$ cat src/include/mem_map.svh
`ifndef MEM_MAP_SVH
`define MEM_MAP_SVH

`define EPSILON_ADDR          11'h004
`define KNOWN_SINKS_BASE      11'h008 // 2 per sink
`define NEIGHBOR_ID_BASE      11'h048 // 2 per neighbor
`define CLUSTER_ID_BASE       11'h0C8 // 2 per neighbor
`define BATTERY_BASE          11'h148 // 2 per neighbor
`define QVALUE_BASE           11'h1C8 // 2 per neighbor
`define SINK_IDS_BASE         11'h248 // 16 per neighbor, 2 per entry
`define KNOWN_SINK_COUNT_ADDR 11'h688
`define NEIGHBOR_COUNT_ADDR   11'h68A
`define SINK_ID_COUNT_BASE    11'h68E // 2 per neighbor

`endif
$ cat src/record_fifo.sv
`timescale 1ns/1ps

module record_fifo #(
	parameter int DEPTH = 4,
	parameter type payload_t = logic [63:0]
) (
	input  logic     clock,
	input  logic     nrst,
	input  logic     push,
	input  payload_t push_data,
	input  logic     pop,
	output payload_t head,
	output logic     not_empty,
	output logic     overflow
);
	localparam int PTR_W = $clog2(DEPTH);

	payload_t buffer [DEPTH];
	logic [PTR_W-1:0] wr_ptr;
	logic [PTR_W-1:0] rd_ptr;
	logic [PTR_W:0] count;
	logic full;
	logic do_push;
	logic do_pop;

	assign full = (count == (PTR_W + 1)'(DEPTH));
	assign not_empty = (count != '0);
	assign do_push = push && !full;
	assign do_pop = pop && not_empty;
	assign head = buffer[rd_ptr]; // show-ahead

	always_ff @(posedge clock) begin
		if (do_push)
			buffer[wr_ptr] <= push_data;
	end

	always_ff @(posedge clock) begin
		if (!nrst) begin
			wr_ptr <= '0;
			rd_ptr <= '0;
			count <= '0;
			overflow <= 1'b0;
		end else begin
			if (do_push)
				wr_ptr <= wr_ptr + 1'b1;
			if (do_pop)
				rd_ptr <= rd_ptr + 1'b1;
			if (push && full)
				overflow <= 1'b1; // record lost, held until reset
			case ({do_push, do_pop})
				2'b10:   count <= count + 1'b1;
				2'b01:   count <= count - 1'b1;
				default: count <= count;
			endcase
		end
	end
endmodule

$ cat config.mk
export PLATFORM = sky130hd
export DESIGN_NAME = record_fifo
export DESIGN_NICKNAME = d
export VERILOG_FILES = /design/src/include/mem_map.svh /design/src/record_fifo.sv
export SDC_FILE = /design/constraint.sdc
export NUM_CORES = 1
export LEC_CHECK = 0
export ABC_CLOCK_PERIOD_IN_PS = 3100
export BUFFER_PORTS_ARGS = -buffer_cell sky130_fd_sc_hd__buf_2
export CAP_MARGIN = 20
export CELL_PAD_IN_SITES_DETAIL_PLACEMENT = 1
export CELL_PAD_IN_SITES_GLOBAL_PLACEMENT = 1
export CORE_MARGIN = 1
export CORE_UTILIZATION = 45
export CTS_BUF_LIST = sky130_fd_sc_hd__clkbuf_16
export DETAILED_ROUTE_END_ITERATION = 16
export GPL_TIMING_DRIVEN = 0
export PLACE_DENSITY = 0.75
export SLEW_MARGIN = 20
export SYNTH_ARGS = -nofsm -noshare
export SYNTH_HDL_FRONTEND = slang
export SYNTH_SLANG_ARGS = --single-unit
$ cat constraint.sdc
create_clock -name clock -period 3.1 [get_ports clock]
set_input_delay 0.775 -clock clock [delete_from_list [all_inputs] [get_ports clock]]
set_output_delay 0.775 -clock clock [all_outputs]
set_load 0.01 [all_outputs]
==> flow_metrics.env <==
export IMPL_synth_common_cells="edfxtp_1 (256), mux4_2 (60), dfxtp_1 (10)"
export IMPL_dr_pass1_iters=4
export IMPL_drt_total_wl_mm=18.6
export IMPL_filler_cell_count=1863
export IMPL_met2WireLength_mm=9.33
export IMPL_drc=0
export IMPL_gr_total_overflow=0
export IMPL_worst_r2r_path_depth=9
export IMPL_dp_cells=800
export IMPL_fmax_mhz=367
export IMPL_routedWlPerCell_um=21.8
export IMPL_wl_met1_mm=7.66
export IMPL_r2r_start="count[0]"
export IMPL_syn_cell_area_um2=9820
export IMPL_fin_crit_ns=2.73
export IMPL_grt_pass1_vias=4994
export IMPL_worstSkewPairLatency_ns=0.53
export IMPL_syn_area_per_cell_um2=25.3
export IMPL_maxSlewHeadroom=0.641
export IMPL_power_density_nw_per_um2=829
export IMPL_io_pins=134
export IMPL_synth_edf_count=256
export IMPL_drtAntennaViolNets=0
export IMPL_setup_violations_final=0
export IMPL_wl_met3_mm=1.13
export IMPL_critPathRequiredTime_ns=2.32
export IMPL_worst_pin_slew_ns=0.538
export IMPL_htree_levels=1
export IMPL_clock_sinks=266
export IMPL_antenna_found_initial=0
export IMPL_grt_use_total=0.168
export IMPL_num_nets_final=629
export IMPL_root_buffer="clkbuf_16"
export IMPL_rsz0062_at_grt="no"
export IMPL_critPathKind="reg -> out"
export IMPL_timing_hold_violations_final=0
export IMPL_portBuffers=133
export IMPL_max_vdd_ir_drop_uv=454
export IMPL_grt_max_degree=39
export IMPL_seq_area_um2=7890
export IMPL_synthCells=388
export IMPL_viasPerCell=5.26
export IMPL_startpoint_type="register"
export IMPL_cts_buffers=28
export IMPL_synth_most_common_cell="edfxtp_1"
export IMPL_yosysWarnings=0
export IMPL_reg2reg_slack_ns=0.84
export IMPL_p_leak_nw=4.01
export IMPL_grt_pass1_wl_mm=27.9
export IMPL_synth_cell_types=26
export IMPL_utilization=0.554
export IMPL_clock_skew_ns=0.0134
export IMPL_cts_setup_buffers=0
export IMPL_yosysSeqAreaShare=0.803
export IMPL_syn2layout_area_growth_pct=19.6
export IMPL_fin_cells=851
export IMPL_cap_viol_max_count=0
export IMPL_min_path_type="in -> reg"
export IMPL_outcome="finished, final reports clean"
export IMPL_rows=53
export IMPL_clockBufferDepth=3
export IMPL_synthFlopType="edfxtp_1"
export IMPL_synthesis_nets=462
export IMPL_coreArea_um2=21200
export IMPL_die_h_um=150
export IMPL_ys_ff_latch=266
export IMPL_clkTransAtPathRegs_ns=0.06
export IMPL_drive_gt1_frac=0.439
export IMPL_dieArea_um2=22400
export IMPL_slew_violations=0
export IMPL_synth_area_top_cells="edfxtp_1 (78%), mux4_2 (14%), dfxtp_1 (2.0%)"
export IMPL_endpoint_kind="primary output"
export IMPL_n_antenna_cell=0
export IMPL_r2r_end="count[2]"
export IMPL_vias=4475
export IMPL_die_w_um=150
export IMPL_cp_max_fo=10
export IMPL_cts_repair_resized=0
export IMPL_drtIter0Drc=244
export IMPL_synth_async_reset_ratio=0
export IMPL_fin_tns_setup_ns=0
export IMPL_postCtsHoldBufs=0
export IMPL_period_share=0.879
export IMPL_cts_tree="done"
export IMPL_synth_top_area_share=0.782
export IMPL_endpoint="head[35]"
export IMPL_dpl_hpwl_mm=11.7
export IMPL_gp_congestion=0.706
export IMPL_start_util=0.463
export IMPL_arrival_ns=1.95
export IMPL_maxUsedRoutingLayer="met4"
export IMPL_synth_largest_area_cell="edfxtp_1"
export IMPL_multi_input_area_um2=1750
==> through the flow <==
stage / cell area (um2) / setup slack, ns / total power [mW] / hold WS (ns)
detailed placement: 10900 / 0.522 / 6.91 / 0.473
finish: 11800 / 0.374 / 9.74 / 0.462
global route: 11800 / 0.268 / 10.2 / 0.444
floorplan: 9820 / 0.0761 / 6.07 / 0.468
global placement: 10800 / -1.28 / 6.83 / 0.472
CTS: 11800 / 0.298 / 9.91 / 0.433
==> critical path, stage by stage, from the launching register on <==
cell and delay [ns]:
dfxtp_1 0.33, buf_6 0.23, buf_12 0.18, mux4_2 0.52, buf_2 0.17
==> worst min path at each step <==
stage	startpoint	to	slack, ns	cells past startpoint
final	push_data[54]	buffer[0][54]	0.46	1
after global routing	push_data[27]	buffer[3][27]	0.44	1
after CTS	push_data[27]	buffer[3][27]	0.43	1
after detailed placement	overflow	overflow	0.47	2
after global placement	overflow	overflow	0.47	2
after floorplan	wr_ptr[1]	wr_ptr[1]	0.47	2
==> cells in the final DEF (no fill, tap or decap) <==
cell type	synthesis	final
a21boi_0	1	1
o21ai_0	2	2
and2_4	0	4
nor2_1	1	1
nand2_1	5	5
clkinv_2	0	7
mux4_2	60	60
clkbuf_2	1	1
fa_1	1	1
buf_2	6	139
ha_1	5	5
mux4_1	4	4
dfxtp_1	10	10
inv_1	6	13
o311ai_1	1	1
buf_6	1	1
inv_6	0	1
buf_16	0	1
clkbuf_1	1	1
and2_1	7	3
buf_12	6	9
nor2b_1	3	3
xor2_1	1	1
a21boi_2	1	1
xnor2_1	3	3
edfxtp_1	256	256
clkinv_1	0	7
mux2i_1	2	2
or3_1	2	2
clkbuf_16	0	29
a31oi_1	1	1
o31a_1	1	1
==> sequential cells by signal (all words and copies together), names as in the netlist, named ones only <==
name	cells
buffer	256
count	3
overflow	1
rd_ptr	2
wr_ptr	2
==> area by class of cell <==
type,instances,area share
Multi-Input combinational cell,101,0.149
Timing Repair Buffer,137,0.0641
Buffer,15,0.0145
Clock inverter,22,0.00820
Inverter,6,0.00192
Tap cell,275,0.0293
Clock buffer,29,0.0617
Sequential cell,266,0.671
==> kinds of logic after synthesis <==
logic type | synth area share
multiplexers | 0.150
XOR/XNOR | 0.00357
AO/OA/AOI/OAI | 0.00535
adder cells (fa/ha/maj) | 0.00841
AND/OR/NAND/NOR | 0.00993
buffers and inverters | 0.0196
flip-flops | 0.803
==> power breakdown <==
group	internal (mW)	leakage [nW]	total, mW	switching (mW)
clock	1.68	0.438	2.97	1.29
combinational	1.18	1.14	2.35	1.17
sequential	4.33	2.43	4.43	0.0981
total	7.19	4.01	9.74	2.55
==> metal layers <==
layer	track usage	up-vias
met1	0.211	2328
met2	0.295	136
met5	0	-
met3	0.0378	29
li1	-	1982
met4	0.0449	0
Note: power is estimated with default switching activity, not from simulation.
