==> src/include/mem_map.svh <==
`ifndef MEM_MAP_SVH
`define MEM_MAP_SVH

`define EPSILON_ADDR          11'h004
`define KNOWN_SINKS_BASE      11'h008 // 2 per sink
`define NEIGHBOR_ID_BASE      11'h048 // 2 per neighbor
`define CLUSTER_ID_BASE       11'h0C8 // 2 per neighbor
`define BATTERY_BASE          11'h148 // 2 per neighbor
`define QVALUE_BASE           11'h1C8 // 2 per neighbor
`define SINK_IDS_BASE         11'h248 // 16 per neighbor, 2 per entry
`define KNOWN_SINK_COUNT_ADDR 11'h688
`define NEIGHBOR_COUNT_ADDR   11'h68A
`define SINK_ID_COUNT_BASE    11'h68E // 2 per neighbor

`endif
==> src/routing_pkg.sv <==
package routing_pkg;

	typedef logic [15:0] word_t; // one routing-table word

	// one feedback frame, in arrival order of its words
	typedef struct packed {
		word_t source_id;
		word_t battery_stat;
		word_t value; // reported q-value
		word_t cluster_id;
	} feedback_t;

	localparam int MAX_NEIGHBORS = 64; // neighbor table capacity
	localparam int MAX_SINKS = 8; // entries per sink list

	localparam int NBR_IDX_W = $clog2(MAX_NEIGHBORS);
	localparam int SINK_IDX_W = $clog2(MAX_SINKS);

endpackage

==> src/feedback_rx.sv <==
`timescale 1ns/1ps

module feedback_rx (
	input  logic                   clock,
	input  logic                   nrst,
	input  logic                   rx_valid,
	input  logic                   rx_sof,
	input  routing_pkg::word_t     rx_word,
	output logic                   push,
	output routing_pkg::feedback_t record
);
	logic [1:0] idx; // position of the next word
	logic active; // inside a frame
	logic take;
	logic [1:0] field;

	assign take = rx_valid && (rx_sof || active); // stray words are dropped
	assign field = rx_sof ? 2'd0 : idx;

	always_ff @(posedge clock) begin
		if (!nrst) begin
			idx <= 2'd0;
			active <= 1'b0;
			push <= 1'b0;
		end else begin
			push <= 1'b0;
			if (rx_valid && rx_sof) begin // restart, partial frame lost
				idx <= 2'd1;
				active <= 1'b1;
			end else if (rx_valid && active) begin
				idx <= idx + 2'd1;
				if (idx == 2'd3) begin
					active <= 1'b0;
					push <= 1'b1; // record complete
				end
			end
		end
	end

	always_ff @(posedge clock) begin
		if (take) begin
			case (field)
				2'd0:    record.source_id <= rx_word;
				2'd1:    record.battery_stat <= rx_word;
				2'd2:    record.value <= rx_word;
				default: record.cluster_id <= rx_word;
			endcase
		end
	end
endmodule

==> config.mk <==
export PLATFORM = sky130hd
export DESIGN_NAME = feedback_rx
export DESIGN_NICKNAME = d
export VERILOG_FILES = /design/src/include/mem_map.svh /design/src/routing_pkg.sv /design/src/feedback_rx.sv
export SDC_FILE = /design/constraint.sdc
export NUM_CORES = 1
export LEC_CHECK = 0
export BUFFER_PORTS_ARGS = -buffer_cell sky130_fd_sc_hd__buf_2
export CAP_MARGIN = 15
export CORE_ASPECT_RATIO = 1.4
export CORE_UTILIZATION = 28
export CTS_CLUSTER_SIZE = 40
export DETAILED_ROUTE_END_ITERATION = 8
export HOLD_SLACK_MARGIN = 0.03
export SLEW_MARGIN = 20
export SYNTH_ARGS = -nofsm -noshare
export SYNTH_HDL_FRONTEND = slang
export SYNTH_SLANG_ARGS = --single-unit
==> constraint.sdc <==
create_clock -name clock -period 2.28 [get_ports clock]
set_clock_uncertainty 0.1 [all_clocks]
set_input_delay 0.342 -clock clock [delete_from_list [all_inputs] [get_ports clock]]
set_output_delay 0.342 -clock clock [all_outputs]
set_load 0.05 [all_outputs]
==> metrics.csv, run 1 <==
stage;metric;value;unit
yosys;Avg Cell Area, Syn;24.33;µm²
placement;GPL Wtd Cong;0.6589;
cts;CTS tree;done;
floorplan;DIE WIDTH;75.90;µm
sta;Hold Vio Cnt, Final;0;
yosys;Synth top area share;0.8977;
cts;cts hold-fix bufs;0;
floorplan;die height;105.5;µm
detailed_routing;DRT antenna net count;0;
cts;Reg clk slew, reported paths;70;ps
global_route;largest net degree at the start of global routing;12;
detailed_routing;total wire length;4181;µm
layout;share of layout cells above drive strength 1;0.5510;
flow_run;number of max-cap violations;0;
detailed_routing;Avg WL per Cell;14.27;µm
sta;Setup violations, final;0;
setup_path;CP required;2230;ps
yosys;leading area contributor after synthesis;edfxtp_1;
setup_path;crit path DAT;1590;ps
sta;Worst-Margin Slew;409.5;ps
worst_hold_path;hold path start;rx_word[5];
setup_path;r2r worst-path depth;3;
global_route;vias in the first global route;1206;
setup_path;Critical R2R Launch;idx[1];
yosys;Yosys reg bits;68;
pwr;Total Power;2548;µW
cts;H-Tree Depth;3;
yosys;sequential element share of the synthesized area;0.9351;
cts;root buf cell;clkbuf_8;
worst_hold_path;hold endpoint;record[37];
setup_path;CP endpoint kind;register;
pwr;LEAKAGE;0.001144;µW
sta;fin worst setup slack;636.1;ps
floorplan;Ports;85;
layout;Sequential cell area;0.002002;mm²
layout;Area Growth Syn to Fin;38.28;%
sta;Final period util;0.7210;
detailed_routing;DRT iter0 DRCs;51;
setup_path;WS Path Type;register to register;
cts;setup repair bufs after CTS;0;
setup_path;CP max stage cell;nor3b_4;
global_route;initial antenna violation count;0;
floorplan;initial core utilization;0.2908;
setup_path;critical-path cell list;nand3b_1 > nor3b_4 > buf_4;
yosys;yosys warns;0;
placement;pre-CTS WS;514.0;ps
sta;Max transition margin;0.7267;
layout;footprint of the multi-input gates;150.1;µm²
outcome;run status;completed;
placement;DP HPWL;3029;µm
setup_path;reg2reg end;record[25];
cts;post-CTS sizing;0;
detailed_routing;drt pass-1 iters;4;
setup_path;type of origin of the critical path;register;
global_route;all-layer global routing usage;0.1119;
detailed_routing;post-DR vias/cell;4.003;
setup_path;Worst setup startpoint;idx[1];
yosys;top cells by count, synth;edfxtp_1 (64), nand2_1 (5), dfxtp_1 (4), nor2_1 (3);
yosys;prevailing post-synth register cell;edfxtp_1;
floorplan;row cnt;37;
floorplan;DIE AREA;0.008004;mm²
yosys;FFs w/ async S/R, synth;0;
layout;Antenna Cells;0;
sta;max-slew violation count;0;
sta;Fmax;608.3;MHz
layout;Final nets;212;
setup_path;Crit Path Max Fanout;7;
worst_hold_path;Hold Crit Depth;1;
sta;setup TNS;0;ps
yosys;Synth area leaders;edfxtp_1 (90%), dfxtp_1 (3.7%), nand2_1 (0.88%), nand3b_1 (0.70%), o21a_1 (0.70%);
setup_path;Critical Path Max Stage Delay;420;ps
global_route;first-pass GRT wire length;6479;µm
cts;clock tree sinks;68;
yosys;most numerous cell in the Yosys netlist;edfxtp_1;
sta;RSZ-0062 raised after global routing;no;
detailed_routing;# DRC;0;
layout;# fillers;693;
pwr;PD cells;860.8;mW/mm²
cts;total CTS buffers;9;
cts;clk_lat worst skew;330;ps
worst_hold_path;Hold Crit Class;primary input to register;
cts;Clock Path Buffers;2;
yosys;Yosys cell types;14;
floorplan;Core ar.;0.007361;mm²
yosys;Synth Cell Area;0.002141;mm²
detailed_routing;Via Count;1173;
pwr;Worst VDD drop;0.4034;mV
global_route;overflow left after global routing;0;
placement;IO Port Bufs;84;
yosys;syn nets;109;
yosys;EDFF count, synth;64;
yosys;post-synthesis cell count;88;
sta;minimum clock period;1644;ps
setup_path;Worst R2R Setup Slack;640;ps
## power breakdown
part / internal [µW] / switching [µW] / total (µW) / leakage [µW]
clock: 605 / 419 / 1020 / 0.0000990
sequential: 1390 / 9.05 / 1400 / 0.000615
combinational: 33.8 / 94.6 / 128 / 0.000430
total: 2030 / 523 / 2550 / 0.00114
## final cells by class
class                   instances  share of cell area
clock buffers                  10             0.04311
clock inverters                 6             0.02663
multi-input cells              20             0.05072
flip-flops and latches         68              0.6762
well taps                      97             0.04100
repair buffers                 92              0.1623
## cells in the final DEF, fill, tap and decap left out, drive strengths merged
cell type / synthesis / layout
ha: 1 / 1
dfxtp: 4 / 4
nor2: 3 / 3
nand2: 5 / 5
buf: 0 / 92
o211a: 1 / 1
clkinv: 0 / 3
a21bo: 1 / 1
o21a: 2 / 2
nand3b: 2 / 2
clkbuf: 0 / 10
a21boi: 1 / 1
bufinv: 0 / 2
nand4b: 1 / 1
o22ai: 1 / 1
nor3b: 2 / 2
clkinvlp: 0 / 1
edfxtp: 64 / 64
## state kept, by name, indices dropped and copies added, names as in the netlist
register  count
push          1
record       64
active        1
idx           2
## logic make-up (layout without fill, tap and decap cells)
logic type / count (synthesis) / count (layout) / share of synthesized area
buffers and inverters: 0 / 108 / 0
AO/OA/AOI/OAI: 6 / 6 / 0.02455
adder cells (fa/ha/maj): 1 / 1 / 0.005844
flip-flops: 68 / 68 / 0.9351
AND/OR/NAND/NOR: 13 / 13 / 0.03448
## metrics by stage
step,cells,area (µm²),hold slack [ps],utilization
final,293,2960,123.7,0.4022
after global routing,293,2960,108.6,0.4022
after CTS,293,2960,110.5,0.4022
after detailed placement,277,2754,426.7,0.3741
after global placement,277,2754,416.2,0.3741
after floorplan,88,2141,340.9,-
## layer usage
layer | track usage | vias up | wire length, µm
met2 | 0.1812 | 55 | 2133
li1 | - | 558 | -
met4 | 0.06181 | 0 | 55
met5 | 0 | - | 0
met3 | 0.04329 | 6 | 289
met1 | 0.1266 | 554 | 1703
## worst max-delay path by stage
stage                       endpoint  slack, ps  cells past startpoint
final                     record[25]        640                      3
after floorplan           record[32]        550                      2
after CTS                 record[32]        590                      3
after global placement    record[17]        540                      4
after detailed placement  record[25]        510                      4
after global routing      record[32]        500                      3
## worst max-delay path, delay by kind of cell (launching register included)
family	cells	cell delay [ps]
and+or+nand+nor	2	610
DFF	1	410
buffers and inverters	1	230
No activity file was read; power rests on OpenSTA's default activity.
==> inputs of run 2 (changes only) <==
clock period = 1.6 ns   (was 2.28 ns; I/O delays follow)
==> run 2 against run 1 <==
Combinational power rose by 65%. Sequential power increased by 42%. Largest power group unchanged. Wire length down 0.88%.
==> metrics.csv, run 2 (synthesized netlist as in run 1, its figures left out) <==
stage;metric;value;unit;change
outcome;run status;completed;;unchanged
layout;share of layout cells above drive strength 1;0.5189;;was 0.5510
sta;max-slew violation count;0;;unchanged
floorplan;DIE WIDTH;75.90;µm;unchanged
global_route;overflow left after global routing;0;;unchanged
cts;Clock Path Buffers;2;;unchanged
placement;area post-placement;0.002754;mm²;unchanged
cts;H-Tree Depth;3;;unchanged
pwr;Worst VDD drop;0.5931;mV;was 0.4034 mV
global_route;all-layer global routing usage;0.1066;;was 0.1119
detailed_routing;drt pass-1 iters;4;;unchanged
setup_path;CP endpoint kind;register;;unchanged
flow_run;number of max-cap violations;0;;unchanged
global_route;first-pass GRT wire length;6106;µm;was 6479 µm
setup_path;crit path DAT;1370;ps;was 1590 ps
detailed_routing;# DRC;0;;unchanged
floorplan;die height;105.5;µm;unchanged
setup_path;type of origin of the critical path;register;;unchanged
sta;Max transition margin;0.8060;;was 0.7267
sta;hold_ws;80.75;ps;was 123.7 ps
layout;Sequential cell area;0.002002;mm²;unchanged
layout;most common cell after layout, fill and taps aside;buf_2;;unchanged
worst_hold_path;Hold Crit Class;primary input to register;;unchanged
floorplan;initial core utilization;0.2908;;unchanged
detailed_routing;post-DR vias/cell;3.994;;was 4.003
layout;Antenna Cells;0;;unchanged
cts;post-CTS sizing;0;;unchanged
placement;GPL Wtd Cong;0.6592;;was 0.6589
detailed_routing;total wire length;4144;µm;was 4181 µm
layout;max FFs per register;64;;unchanged
global_route;largest net degree at the start of global routing;12;;unchanged
sta;Hold Vio Cnt, Final;0;;unchanged
cts;setup repair bufs after CTS;0;;unchanged
floorplan;DIE AREA;0.008004;mm²;unchanged
floorplan;row cnt;37;;unchanged
layout;Top reg by flops;record;;unchanged
cts;clk_lat worst skew;320;ps;was 330 ps
detailed_routing;Avg WL per Cell;13.41;µm;was 14.27 µm
detailed_routing;Via Count;1234;;was 1173
detailed_routing;DRT antenna net count;0;;unchanged
sta;Fmax;690.9;MHz;was 608.3 MHz
global_route;initial antenna violation count;0;;unchanged
cts;root buf cell;clkbuf_8;;unchanged
placement;IO Port Bufs;84;;unchanged
floorplan;Core ar.;0.007361;mm²;unchanged
cts;total CTS buffers;9;;unchanged
cts;CTS tree;done;;unchanged
layout;# fillers;671;;was 693
layout;Non-Filler Cell Area, Final;0.003098;mm²;was 0.002960 mm²
placement;DP HPWL;2917;µm;was 3029 µm
layout;biggest regs;record (64), idx (2);;unchanged
cts;Reg clk slew, reported paths;70;ps;about the same
cts;clock tree sinks;68;;unchanged
sta;minimum clock period;1447;ps;was 1644 ps
layout;most frequent cells in the layout;buf_2 (84), edfxtp_1 (64), dlygate4sd3_1 (16);;was buf_2 (84), edfxtp_1 (64), clkbuf_8 (9)
setup_path;Crit Path Max Fanout;9;;was 7
layout;Area Growth Syn to Fin;44.71;%;was 38.28%
sta;Final period util;0.9046;;was 0.7210
layout;Final nets;228;;was 212
setup_path;CP required;1530;ps;was 2230 ps
floorplan;Ports;85;;unchanged
sta;Setup violations, final;0;;unchanged
setup_path;WS Path Type;register to register;;unchanged
global_route;vias in the first global route;1192;;was 1206
pwr;LEAKAGE;0.001205;µW;was 0.001144 µW
sta;Worst-Margin Slew;290.6;ps;was 409.5 ps
sta;RSZ-0062 raised after global routing;no;;unchanged
pwr;PD cells;1124;mW/mm²;was 860.8 mW/mm²
cts;cts hold-fix bufs;16;;was 0
layout;footprint of the multi-input gates;150.1;µm²;unchanged
detailed_routing;DRT iter0 DRCs;42;;was 51
sta;setup TNS;0;ps;unchanged
run 2: layout make-up:
type / instances / area share
well taps: 97 / 0.03918
clock buffers: 11 / 0.04241
clock inverters: 5 / 0.01696
multi-input cells: 20 / 0.04847
repair buffers: 108 / 0.2068
flip-flops and latches: 68 / 0.6462
run 2: where the power goes:
group / switching [µW] / leakage [µW] / internal [µW]
registers: 13.4 / 0.000615 / 1980
logic: 137 / 0.000497 / 73.6
clock network: 569 / 0.0000931 / 712
run 2: worst paths after layout:
path           endpoint  depth (start not counted)    from  slack, ps
max          record[46]                          3  idx[0]        150
min reg2reg      idx[1]                          2  idx[1]        450
min                push                          3    nrst         80
max reg2reg  record[46]                          3  idx[0]        150
run 2: stage by stage:
step           total power (µW)  instances  utilization  worst slack (ps)
2_1_floorplan              2133         88            -            -100.4
5_1_grt                    3608        309       0.4209             56.71
3_5_place_dp               2212        277       0.3741             162.3
6_report                   3482        309       0.4209             152.6
4_1_cts                    3536        309       0.4209             150.0
3_3_place_gp               2209        277       0.3741             185.3
run 2: per-layer routing:
metal	part of all wire	vias up	track usage
met5	0	-	0
met4	0.014	0	0.05769
met3	0.060	6	0.04329
met2	0.53	51	0.1799
met1	0.40	591	0.1133
li1	-	586	-
run 2: critical path: stages (launching register included):
cell and delay (ps):
dfxtp_1 490, nand4b_1 200, nor2_2 140, buf_4 210
