--- src/include/mem_map.svh ---
`ifndef MEM_MAP_SVH
`define MEM_MAP_SVH

`define EPSILON_ADDR          11'h004
`define KNOWN_SINKS_BASE      11'h008 // 2 per sink
`define NEIGHBOR_ID_BASE      11'h048 // 2 per neighbor
`define CLUSTER_ID_BASE       11'h0C8 // 2 per neighbor
`define BATTERY_BASE          11'h148 // 2 per neighbor
`define QVALUE_BASE           11'h1C8 // 2 per neighbor
`define SINK_IDS_BASE         11'h248 // 16 per neighbor, 2 per entry
`define KNOWN_SINK_COUNT_ADDR 11'h688
`define NEIGHBOR_COUNT_ADDR   11'h68A
`define SINK_ID_COUNT_BASE    11'h68E // 2 per neighbor

`endif
--- src/routing_pkg.sv ---
package routing_pkg;

	typedef logic [15:0] word_t; // one routing-table word

	// one feedback frame, in arrival order of its words
	typedef struct packed {
		word_t source_id;
		word_t battery_stat;
		word_t value; // reported q-value
		word_t cluster_id;
	} feedback_t;

	localparam int MAX_NEIGHBORS = 64; // neighbor table capacity
	localparam int MAX_SINKS = 8; // entries per sink list

	localparam int NBR_IDX_W = $clog2(MAX_NEIGHBORS);
	localparam int SINK_IDX_W = $clog2(MAX_SINKS);

endpackage

--- src/mem_if.sv ---
`timescale 1ns/1ps

interface mem_if;
	import routing_pkg::*;

	logic [10:0] addr; // byte address of the low byte
	logic wr_en;
	word_t wdata;
	word_t rdata; // combinational from addr

	modport ctrl (
		output addr,
		output wr_en,
		output wdata,
		input  rdata
	);

	modport mem (
		input  addr,
		input  wr_en,
		input  wdata,
		output rdata
	);
endinterface

--- src/learn_costs.sv ---
`timescale 1ns/1ps
`include "mem_map.svh"

module learn_costs (
	input  logic                   clock,
	input  logic                   nrst,
	input  logic                   not_empty,
	input  routing_pkg::feedback_t head,
	input  routing_pkg::word_t     epsilon_init,
	output logic                   pop,
	mem_if.ctrl                    mem,
	output logic                   busy,
	output logic                   done
);
	import routing_pkg::*;

	typedef enum logic [3:0] {
		ST_IDLE,
		ST_RD_NCNT, // latch neighbor count
		ST_RD_KCNT, // latch known-sink count
		ST_SEARCH,
		ST_CMP_ID,
		ST_APP_BAT,
		ST_APP_Q,
		ST_APP_CL,
		ST_SINK_ADDR, // sink list loop head
		ST_SINK_CP,
		ST_Q_ADDR,
		ST_Q_CMP,
		ST_NCNT_WR,
		ST_FINISH, // last write lands here
		ST_DONE
	} state_t;

	state_t state;
	feedback_t rec; // record being applied
	logic [NBR_IDX_W:0] ncnt; // clamped neighbor count
	logic [NBR_IDX_W:0] n; // search index
	logic [NBR_IDX_W-1:0] slot; // target neighbor slot
	logic [SINK_IDX_W:0] kcnt; // clamped known-sink count
	logic [SINK_IDX_W:0] k; // sink list index
	logic found;

	// base plus two bytes per index
	function automatic logic [10:0] word_addr(input logic [10:0] base, input logic [7:0] idx);
		word_addr = base + {2'b00, idx, 1'b0};
	endfunction

	// 16 bytes per neighbor, 2 per entry
	function automatic logic [10:0] sink_addr(input logic [NBR_IDX_W-1:0] nbr,
			input logic [SINK_IDX_W-1:0] entry);
		sink_addr = `SINK_IDS_BASE + 11'({nbr, entry, 1'b0});
	endfunction

	assign pop = (state == ST_IDLE) && not_empty;
	assign busy = (state != ST_IDLE) && (state != ST_DONE);
	assign done = (state == ST_DONE);

	always_ff @(posedge clock) begin
		if (!nrst) begin
			state <= ST_IDLE;
			mem.wr_en <= 1'b0;
			found <= 1'b0;
			n <= '0;
			k <= '0;
		end else begin
			mem.wr_en <= 1'b0; // writes last one cycle
			case (state)
				ST_IDLE: begin
					if (not_empty) begin
						rec <= head; // taken together with pop
						mem.addr <= `NEIGHBOR_COUNT_ADDR;
						state <= ST_RD_NCNT;
					end
				end
				ST_RD_NCNT: begin
					ncnt <= (mem.rdata > MAX_NEIGHBORS) ? (NBR_IDX_W + 1)'(MAX_NEIGHBORS)
						: mem.rdata[NBR_IDX_W:0];
					mem.addr <= `KNOWN_SINK_COUNT_ADDR;
					n <= '0;
					state <= ST_RD_KCNT;
				end
				ST_RD_KCNT: begin
					kcnt <= (mem.rdata > MAX_SINKS) ? (SINK_IDX_W + 1)'(MAX_SINKS)
						: mem.rdata[SINK_IDX_W:0];
					state <= ST_SEARCH;
				end
				ST_SEARCH: begin
					if (n == ncnt) begin
						if (ncnt == (NBR_IDX_W + 1)'(MAX_NEIGHBORS)) begin
							state <= ST_DONE; // table full, frame ignored
						end else begin
							mem.addr <= word_addr(`NEIGHBOR_ID_BASE, 8'(ncnt));
							mem.wdata <= rec.source_id;
							mem.wr_en <= 1'b1;
							slot <= ncnt[NBR_IDX_W-1:0];
							found <= 1'b0;
							state <= ST_APP_BAT;
						end
					end else begin
						mem.addr <= word_addr(`NEIGHBOR_ID_BASE, 8'(n));
						state <= ST_CMP_ID;
					end
				end
				ST_CMP_ID: begin
					if (mem.rdata == rec.source_id) begin // known neighbor
						mem.addr <= word_addr(`BATTERY_BASE, 8'(n));
						mem.wdata <= rec.battery_stat;
						mem.wr_en <= 1'b1;
						slot <= n[NBR_IDX_W-1:0];
						found <= 1'b1;
						k <= '0;
						state <= ST_SINK_ADDR;
					end else begin
						n <= n + 1'b1;
						state <= ST_SEARCH;
					end
				end
				ST_APP_BAT: begin
					mem.addr <= word_addr(`BATTERY_BASE, 8'(slot));
					mem.wdata <= rec.battery_stat;
					mem.wr_en <= 1'b1;
					state <= ST_APP_Q;
				end
				ST_APP_Q: begin
					mem.addr <= word_addr(`QVALUE_BASE, 8'(slot));
					mem.wdata <= rec.value;
					mem.wr_en <= 1'b1;
					state <= ST_APP_CL;
				end
				ST_APP_CL: begin
					mem.addr <= word_addr(`CLUSTER_ID_BASE, 8'(slot));
					mem.wdata <= rec.cluster_id;
					mem.wr_en <= 1'b1;
					k <= '0;
					state <= ST_SINK_ADDR;
				end
				ST_SINK_ADDR: begin
					if (k == kcnt) begin // list copied, store its length
						mem.addr <= word_addr(`SINK_ID_COUNT_BASE, 8'(slot));
						mem.wdata <= word_t'(kcnt);
						mem.wr_en <= 1'b1;
						state <= found ? ST_Q_ADDR : ST_NCNT_WR;
					end else begin
						mem.addr <= word_addr(`KNOWN_SINKS_BASE, 8'(k));
						state <= ST_SINK_CP;
					end
				end
				ST_SINK_CP: begin
					mem.addr <= sink_addr(slot, k[SINK_IDX_W-1:0]);
					mem.wdata <= mem.rdata; // known sink into neighbor list
					mem.wr_en <= 1'b1;
					k <= k + 1'b1;
					state <= ST_SINK_ADDR;
				end
				ST_Q_ADDR: begin
					mem.addr <= word_addr(`QVALUE_BASE, 8'(slot));
					state <= ST_Q_CMP;
				end
				ST_Q_CMP: begin
					if (mem.rdata < rec.value) begin // restore exploration
						mem.addr <= `EPSILON_ADDR;
						mem.wdata <= epsilon_init;
						mem.wr_en <= 1'b1;
						state <= ST_FINISH;
					end else begin
						state <= ST_DONE;
					end
				end
				ST_NCNT_WR: begin
					mem.addr <= `NEIGHBOR_COUNT_ADDR;
					mem.wdata <= word_t'(ncnt + 1'b1);
					mem.wr_en <= 1'b1;
					state <= ST_FINISH;
				end
				ST_FINISH: state <= ST_DONE;
				ST_DONE:   state <= ST_IDLE;
				default:   state <= ST_IDLE;
			endcase
		end
	end
endmodule

--- src/flat_wrapper.sv ---
// flat-port wrapper written by rule: the top's interface ports become plain ports
module learn_costs_flat import routing_pkg::*;
  (clock, nrst, not_empty, head, epsilon_init, pop, busy, done, mem_addr, mem_wr_en, mem_wdata, mem_rdata);
  mem_if mem_i ();
  input  logic clock;
  input  logic nrst;
  input  logic not_empty;
  input  routing_pkg::feedback_t head;
  input  routing_pkg::word_t epsilon_init;
  output logic pop;
  output logic busy;
  output logic done;
  output wire logic [$bits(mem_i.addr)-1:0] mem_addr;
  output wire logic [$bits(mem_i.wr_en)-1:0] mem_wr_en;
  output wire logic [$bits(mem_i.wdata)-1:0] mem_wdata;
  input wire logic [$bits(mem_i.rdata)-1:0] mem_rdata;
  assign mem_addr = mem_i.addr;
  assign mem_wr_en = mem_i.wr_en;
  assign mem_wdata = mem_i.wdata;
  assign mem_i.rdata = mem_rdata;
  learn_costs u_core (.clock(clock), .nrst(nrst), .not_empty(not_empty), .head(head), .epsilon_init(epsilon_init), .pop(pop), .mem(mem_i), .busy(busy), .done(done));
endmodule
--- config.mk ---
export PLATFORM = sky130hd
export DESIGN_NAME = learn_costs_flat
export DESIGN_NICKNAME = d
export VERILOG_FILES = /design/src/routing_pkg.sv /design/src/mem_if.sv /design/src/learn_costs.sv /design/src/flat_wrapper.sv
export VERILOG_INCLUDE_DIRS = /design/src /design/src/include
export SDC_FILE = /design/constraint.sdc
export NUM_CORES = 1
export LEC_CHECK = 0
export ABC_AREA = 1
export BUFFER_PORTS_ARGS = -buffer_cell sky130_fd_sc_hd__buf_2
export CELL_PAD_IN_SITES_DETAIL_PLACEMENT = 0
export CELL_PAD_IN_SITES_GLOBAL_PLACEMENT = 1
export CORE_UTILIZATION = 45
export DETAILED_ROUTE_END_ITERATION = 12
export PLACE_DENSITY_LB_ADDON = 0.1
export SYNTH_ARGS = -nofsm -noshare
export SYNTH_HDL_FRONTEND = slang
export SYNTH_SLANG_ARGS = --single-unit
export TNS_END_PERCENT = 20
--- constraint.sdc ---
create_clock -name clock -period 12.1 [get_ports clock]
set_clock_uncertainty 0.05 [all_clocks]
set_input_delay 1.815 -clock clock [delete_from_list [all_inputs] [get_ports clock]]
set_output_delay 1.815 -clock clock [all_outputs]
set_load 0.05 [all_outputs]
==> out/qor.txt <==
=================================================================================================
Run status                                                                           finished, violations left
Violated checks                                                                               DRC
IO buf count                                                                                  128
CTS clk-pin slew, worst paths                                                             0.06 ns
Syn Inst Count                                                                                804
Fraction of synthesized area in multiplexers                                                   0%
Vias in the first global route                                                               5807
Critical path data arrival time                                                           2.32 ns
Clk_lat worst skew                                                                        0.43 ns
R2R Path Start                                                                       u_core.state[3]
Worst setup EP type                                                                    output pin
WL met2                                                                                   9.48 mm
Xor and xnor area share after synthesis                                                     1.02%
Setup violation total in the final timing report                                                0
Netlist area before placement                                                            6880 um2
Worst stage delay on the critical path                                                    0.27 ns
Hold Startpoint                                                                      u_core.found
Final Max Slew Viols                                                                            0
Startpoint of the worst setup timing path                                               not_empty
CP most frequent cell                                                                       buf_2
Clk buf depth                                                                                   2
FP Rows                                                                                        44
DRC marker count from the first detailed-route iteration                                      441
Crit-path slowest cell                                                                      buf_2
Area inside the core boundary                                                           14700 um2
Cells along the critical path                                                        buf_2 > inv_1 > nor2_1 > buf_2
Max rail drop VDD                                                                        0.149 mV
TritonCTS clock tree                                                                         done
YS warnings                                                                                     0
Worst rel slew slack                                                                        23.6%
First-pass GRT wire length                                                                30.8 mm
Post-detailed-routing wire length                                                         19.7 mm
Largest family of logic cells by synthesized area                                    simple AND/OR/NAND/NOR gates
Required @ worst endpoint                                                                10.23 ns
Final hold violation count                                                                      0
Total die area                                                                          15800 um2
Router iterations before antenna repair                                                        11
Number of antenna violations at the first check in global routing                               0
Total DRC errors in the routed layout                                                           2
Total power                                                                               1.17 mW
Top-level port count                                                                          130
Initial Utilization                                                                         46.8%
Share of final-layout standard cells stronger than drive strength 1                         20.2%
Worst slew pin tran                                                                       1.14 ns
Seq/Total Area, Yosys                                                                       51.6%
Area growth syn-to-layout                                                                   20.4%
Gp weighted congestion                                                                      0.931
Number of synthesized register bits                                                           124
Overall die width                                                                          126 um
Cts repair resizes                                                                              0
Class of the most critical hold timing path                                          flop to flop
Sink count of the clock tree                                                                  124
Final period demand of the worst path                                                     4.19 ns
Total routing usage reported by global routing                                              26.2%
Buffer count from post-CTS setup fixing                                                         0
End-of-flow core utilization                                                                56.3%
Number of distinct library cell variants in the gate-level netlist after synthesis             41
Sum of overflow across all layers after global routing                                          0
Post-detail-place hpwl                                                                    14.7 mm
CTS H-tree lvls                                                                                 4
Final worst path period share                                                               34.6%
Wire length the detailed router placed on met1                                            8.56 mm
Kind of critical path                                                                input port to output pin
Share of the synthesized area in compound gates (AO/OA/AOI/OAI)                             10.8%
Number of buffers created by CTS                                                               17
Largest fanout on the critical path                                                             3
Final antenna-violating net count                                                               0
Count of hold buffers inserted by post-cts repair                                               0
Die span in y                                                                              126 um
Largest net degree at the start of global routing                                              65
Max-capacitance violation count                                                                 0
Clock tree root buffer cell                                                             clkbuf_16
Met3 Routed Length                                                                        1.20 mm
Total power divided by cell area                                                       141 nW/um2
Wirelength per Cell                                                                       17.4 um
Unrepaired setup endpoints after global routing                                             false
Fraction of the mapped netlist area in adder cells                                          4.91%
Total number of vias                                                                         6038
Kind of launch point of the worst setup path                                           input port
Synth Area in Simple Gates                                                                  23.7%
Summed negative setup slack over all endpoints                                               0 ns
Fin nets                                                                                     1061
Top routing layer in use                                                                     met4
Leakage power total                                                                       3.70 nW
Peak Freq                                                                                 239 MHz
Mean post-synth cell area                                                                8.56 um2
Diode insertion count for antenna repair                                                        0
Vias per cell                                                                                5.34
Number of nets produced by synthesis                                                          930
=================================================================================================
-- critical path: cells and delay by family --
family	cells	cell delay (ns)
and+or+nand+nor	1	0.11
buffers and inverters	3	0.40
-- where the power goes --
| group | switching, mW | total [mW] | internal, mW |
|---|---|---|---|
| Combinational | 0.0881 | 0.126 | 0.0377 |
| Sequential | 0.0110 | 0.503 | 0.492 |
| Clock | 0.210 | 0.537 | 0.327 |
-- per-stage QoR --
stage | cell area, um2 | setup slack, ns | hold slack, ns | std cells
6_report | 8280 | 7.91 | 0.425 | 1131
5_1_grt | 8280 | 7.89 | 0.428 | 1131
4_1_cts | 8280 | 7.91 | 0.419 | 1131
3_5_place_dp | 7670 | 7.84 | 0.410 | 1100
3_3_place_gp | 7670 | 7.89 | 0.402 | 1100
2_1_floorplan | 6880 | 5.18 | 0.389 | 804
-- path summary, 6_finish.rpt --
path,depth (start not counted),slack (ns),end
setup / recovery,4,7.91,pop
hold / removal,2,0.42,u_core.found
setup reg to reg,8,8.88,u_core.mem.addr[5]
hold reg to reg,2,0.42,u_core.found
-- cells by family (layout without fill, tap and decap cells) --
group,count (synthesis),count (layout)
buf+inv,135,278
fa+ha+maj,27,27
simple gates,387,387
compound gates,122,122
other cells,1,1
xor+xnor,8,8
flops,124,124
-- per-layer routing --
layer  GRT usage, %  vias up
met5              0        -
met3           6.97       34
met1           32.4     2799
met4           10.2        0
met2           43.7      228
li1               -     2977
-- layout make-up --
cell class | instances | area [um2]
clock buffer | 17 | 425
sequential | 124 | 3550
inverter | 116 | 435
multi-input combinational | 545 | 2790
tap | 184 | 230
timing repair buffer | 131 | 663
fill | 1364 | 6420
clock inverter | 14 | 181
-- cells in the mapped netlist, drive strengths merged --
cell / n / area (um2)
o221ai: 1 / 8.76
nor4: 2 / 12.5
a211oi: 3 / 22.5
nor3: 15 / 75.1
a2bb2oi: 1 / 8.76
a31oi: 2 / 12.5
xnor2: 2 / 17.5
o21ai: 37 / 185
edfxtp: 107 / 3210
nand3: 46 / 235
clkbuf: 4 / 15.0
nand4: 13 / 87.6
nand3b: 2 / 15.0
conb: 1 / 3.75
inv: 116 / 435
xor2: 6 / 52.6
or2: 4 / 25.0
dfxtp: 17 / 340
o31ai: 2 / 15.0
ha: 27 / 338
o211a: 1 / 10.0
buf: 15 / 88.8
nand2: 220 / 836
a22oi: 1 / 7.51
nor2: 85 / 344
a21oi: 40 / 200
o2111ai: 11 / 96.3
o22ai: 4 / 25.0
a21o: 1 / 7.51
a22o: 2 / 17.5
a221oi: 7 / 61.3
o211ai: 9 / 67.6
-- placed cells by master, fill, tap and decap left out, drive strengths merged, types with 2 or more instances in the layout --
master   count
a211oi       3
xor2         6
nand4       13
nor3        15
inv        123
nand3       46
nor4         2
a21oi       40
nand2      220
a31oi        2
o22ai        4
nor2        85
clkbuf      17
clkinv       3
o31ai        2
o211ai       9
dfxtp       17
edfxtp     107
or2          4
ha          27
a22o         2
buf        131
xnor2        2
nand3b       2
a221oi       7
o2111ai     11
bufinv       3
o21ai       37
-- registers in the layout, indices dropped and copies added (netlist names), 4 cells and up --
signal,flops
u_core.k,4
u_core.slot,6
u_core.ncnt,7
u_core.kcnt,4
u_core.rec,64
u_core.state,4
u_core.mem.addr,10
u_core.n,7
u_core.mem.wdata,16
(Power assumes the default switching activity.)
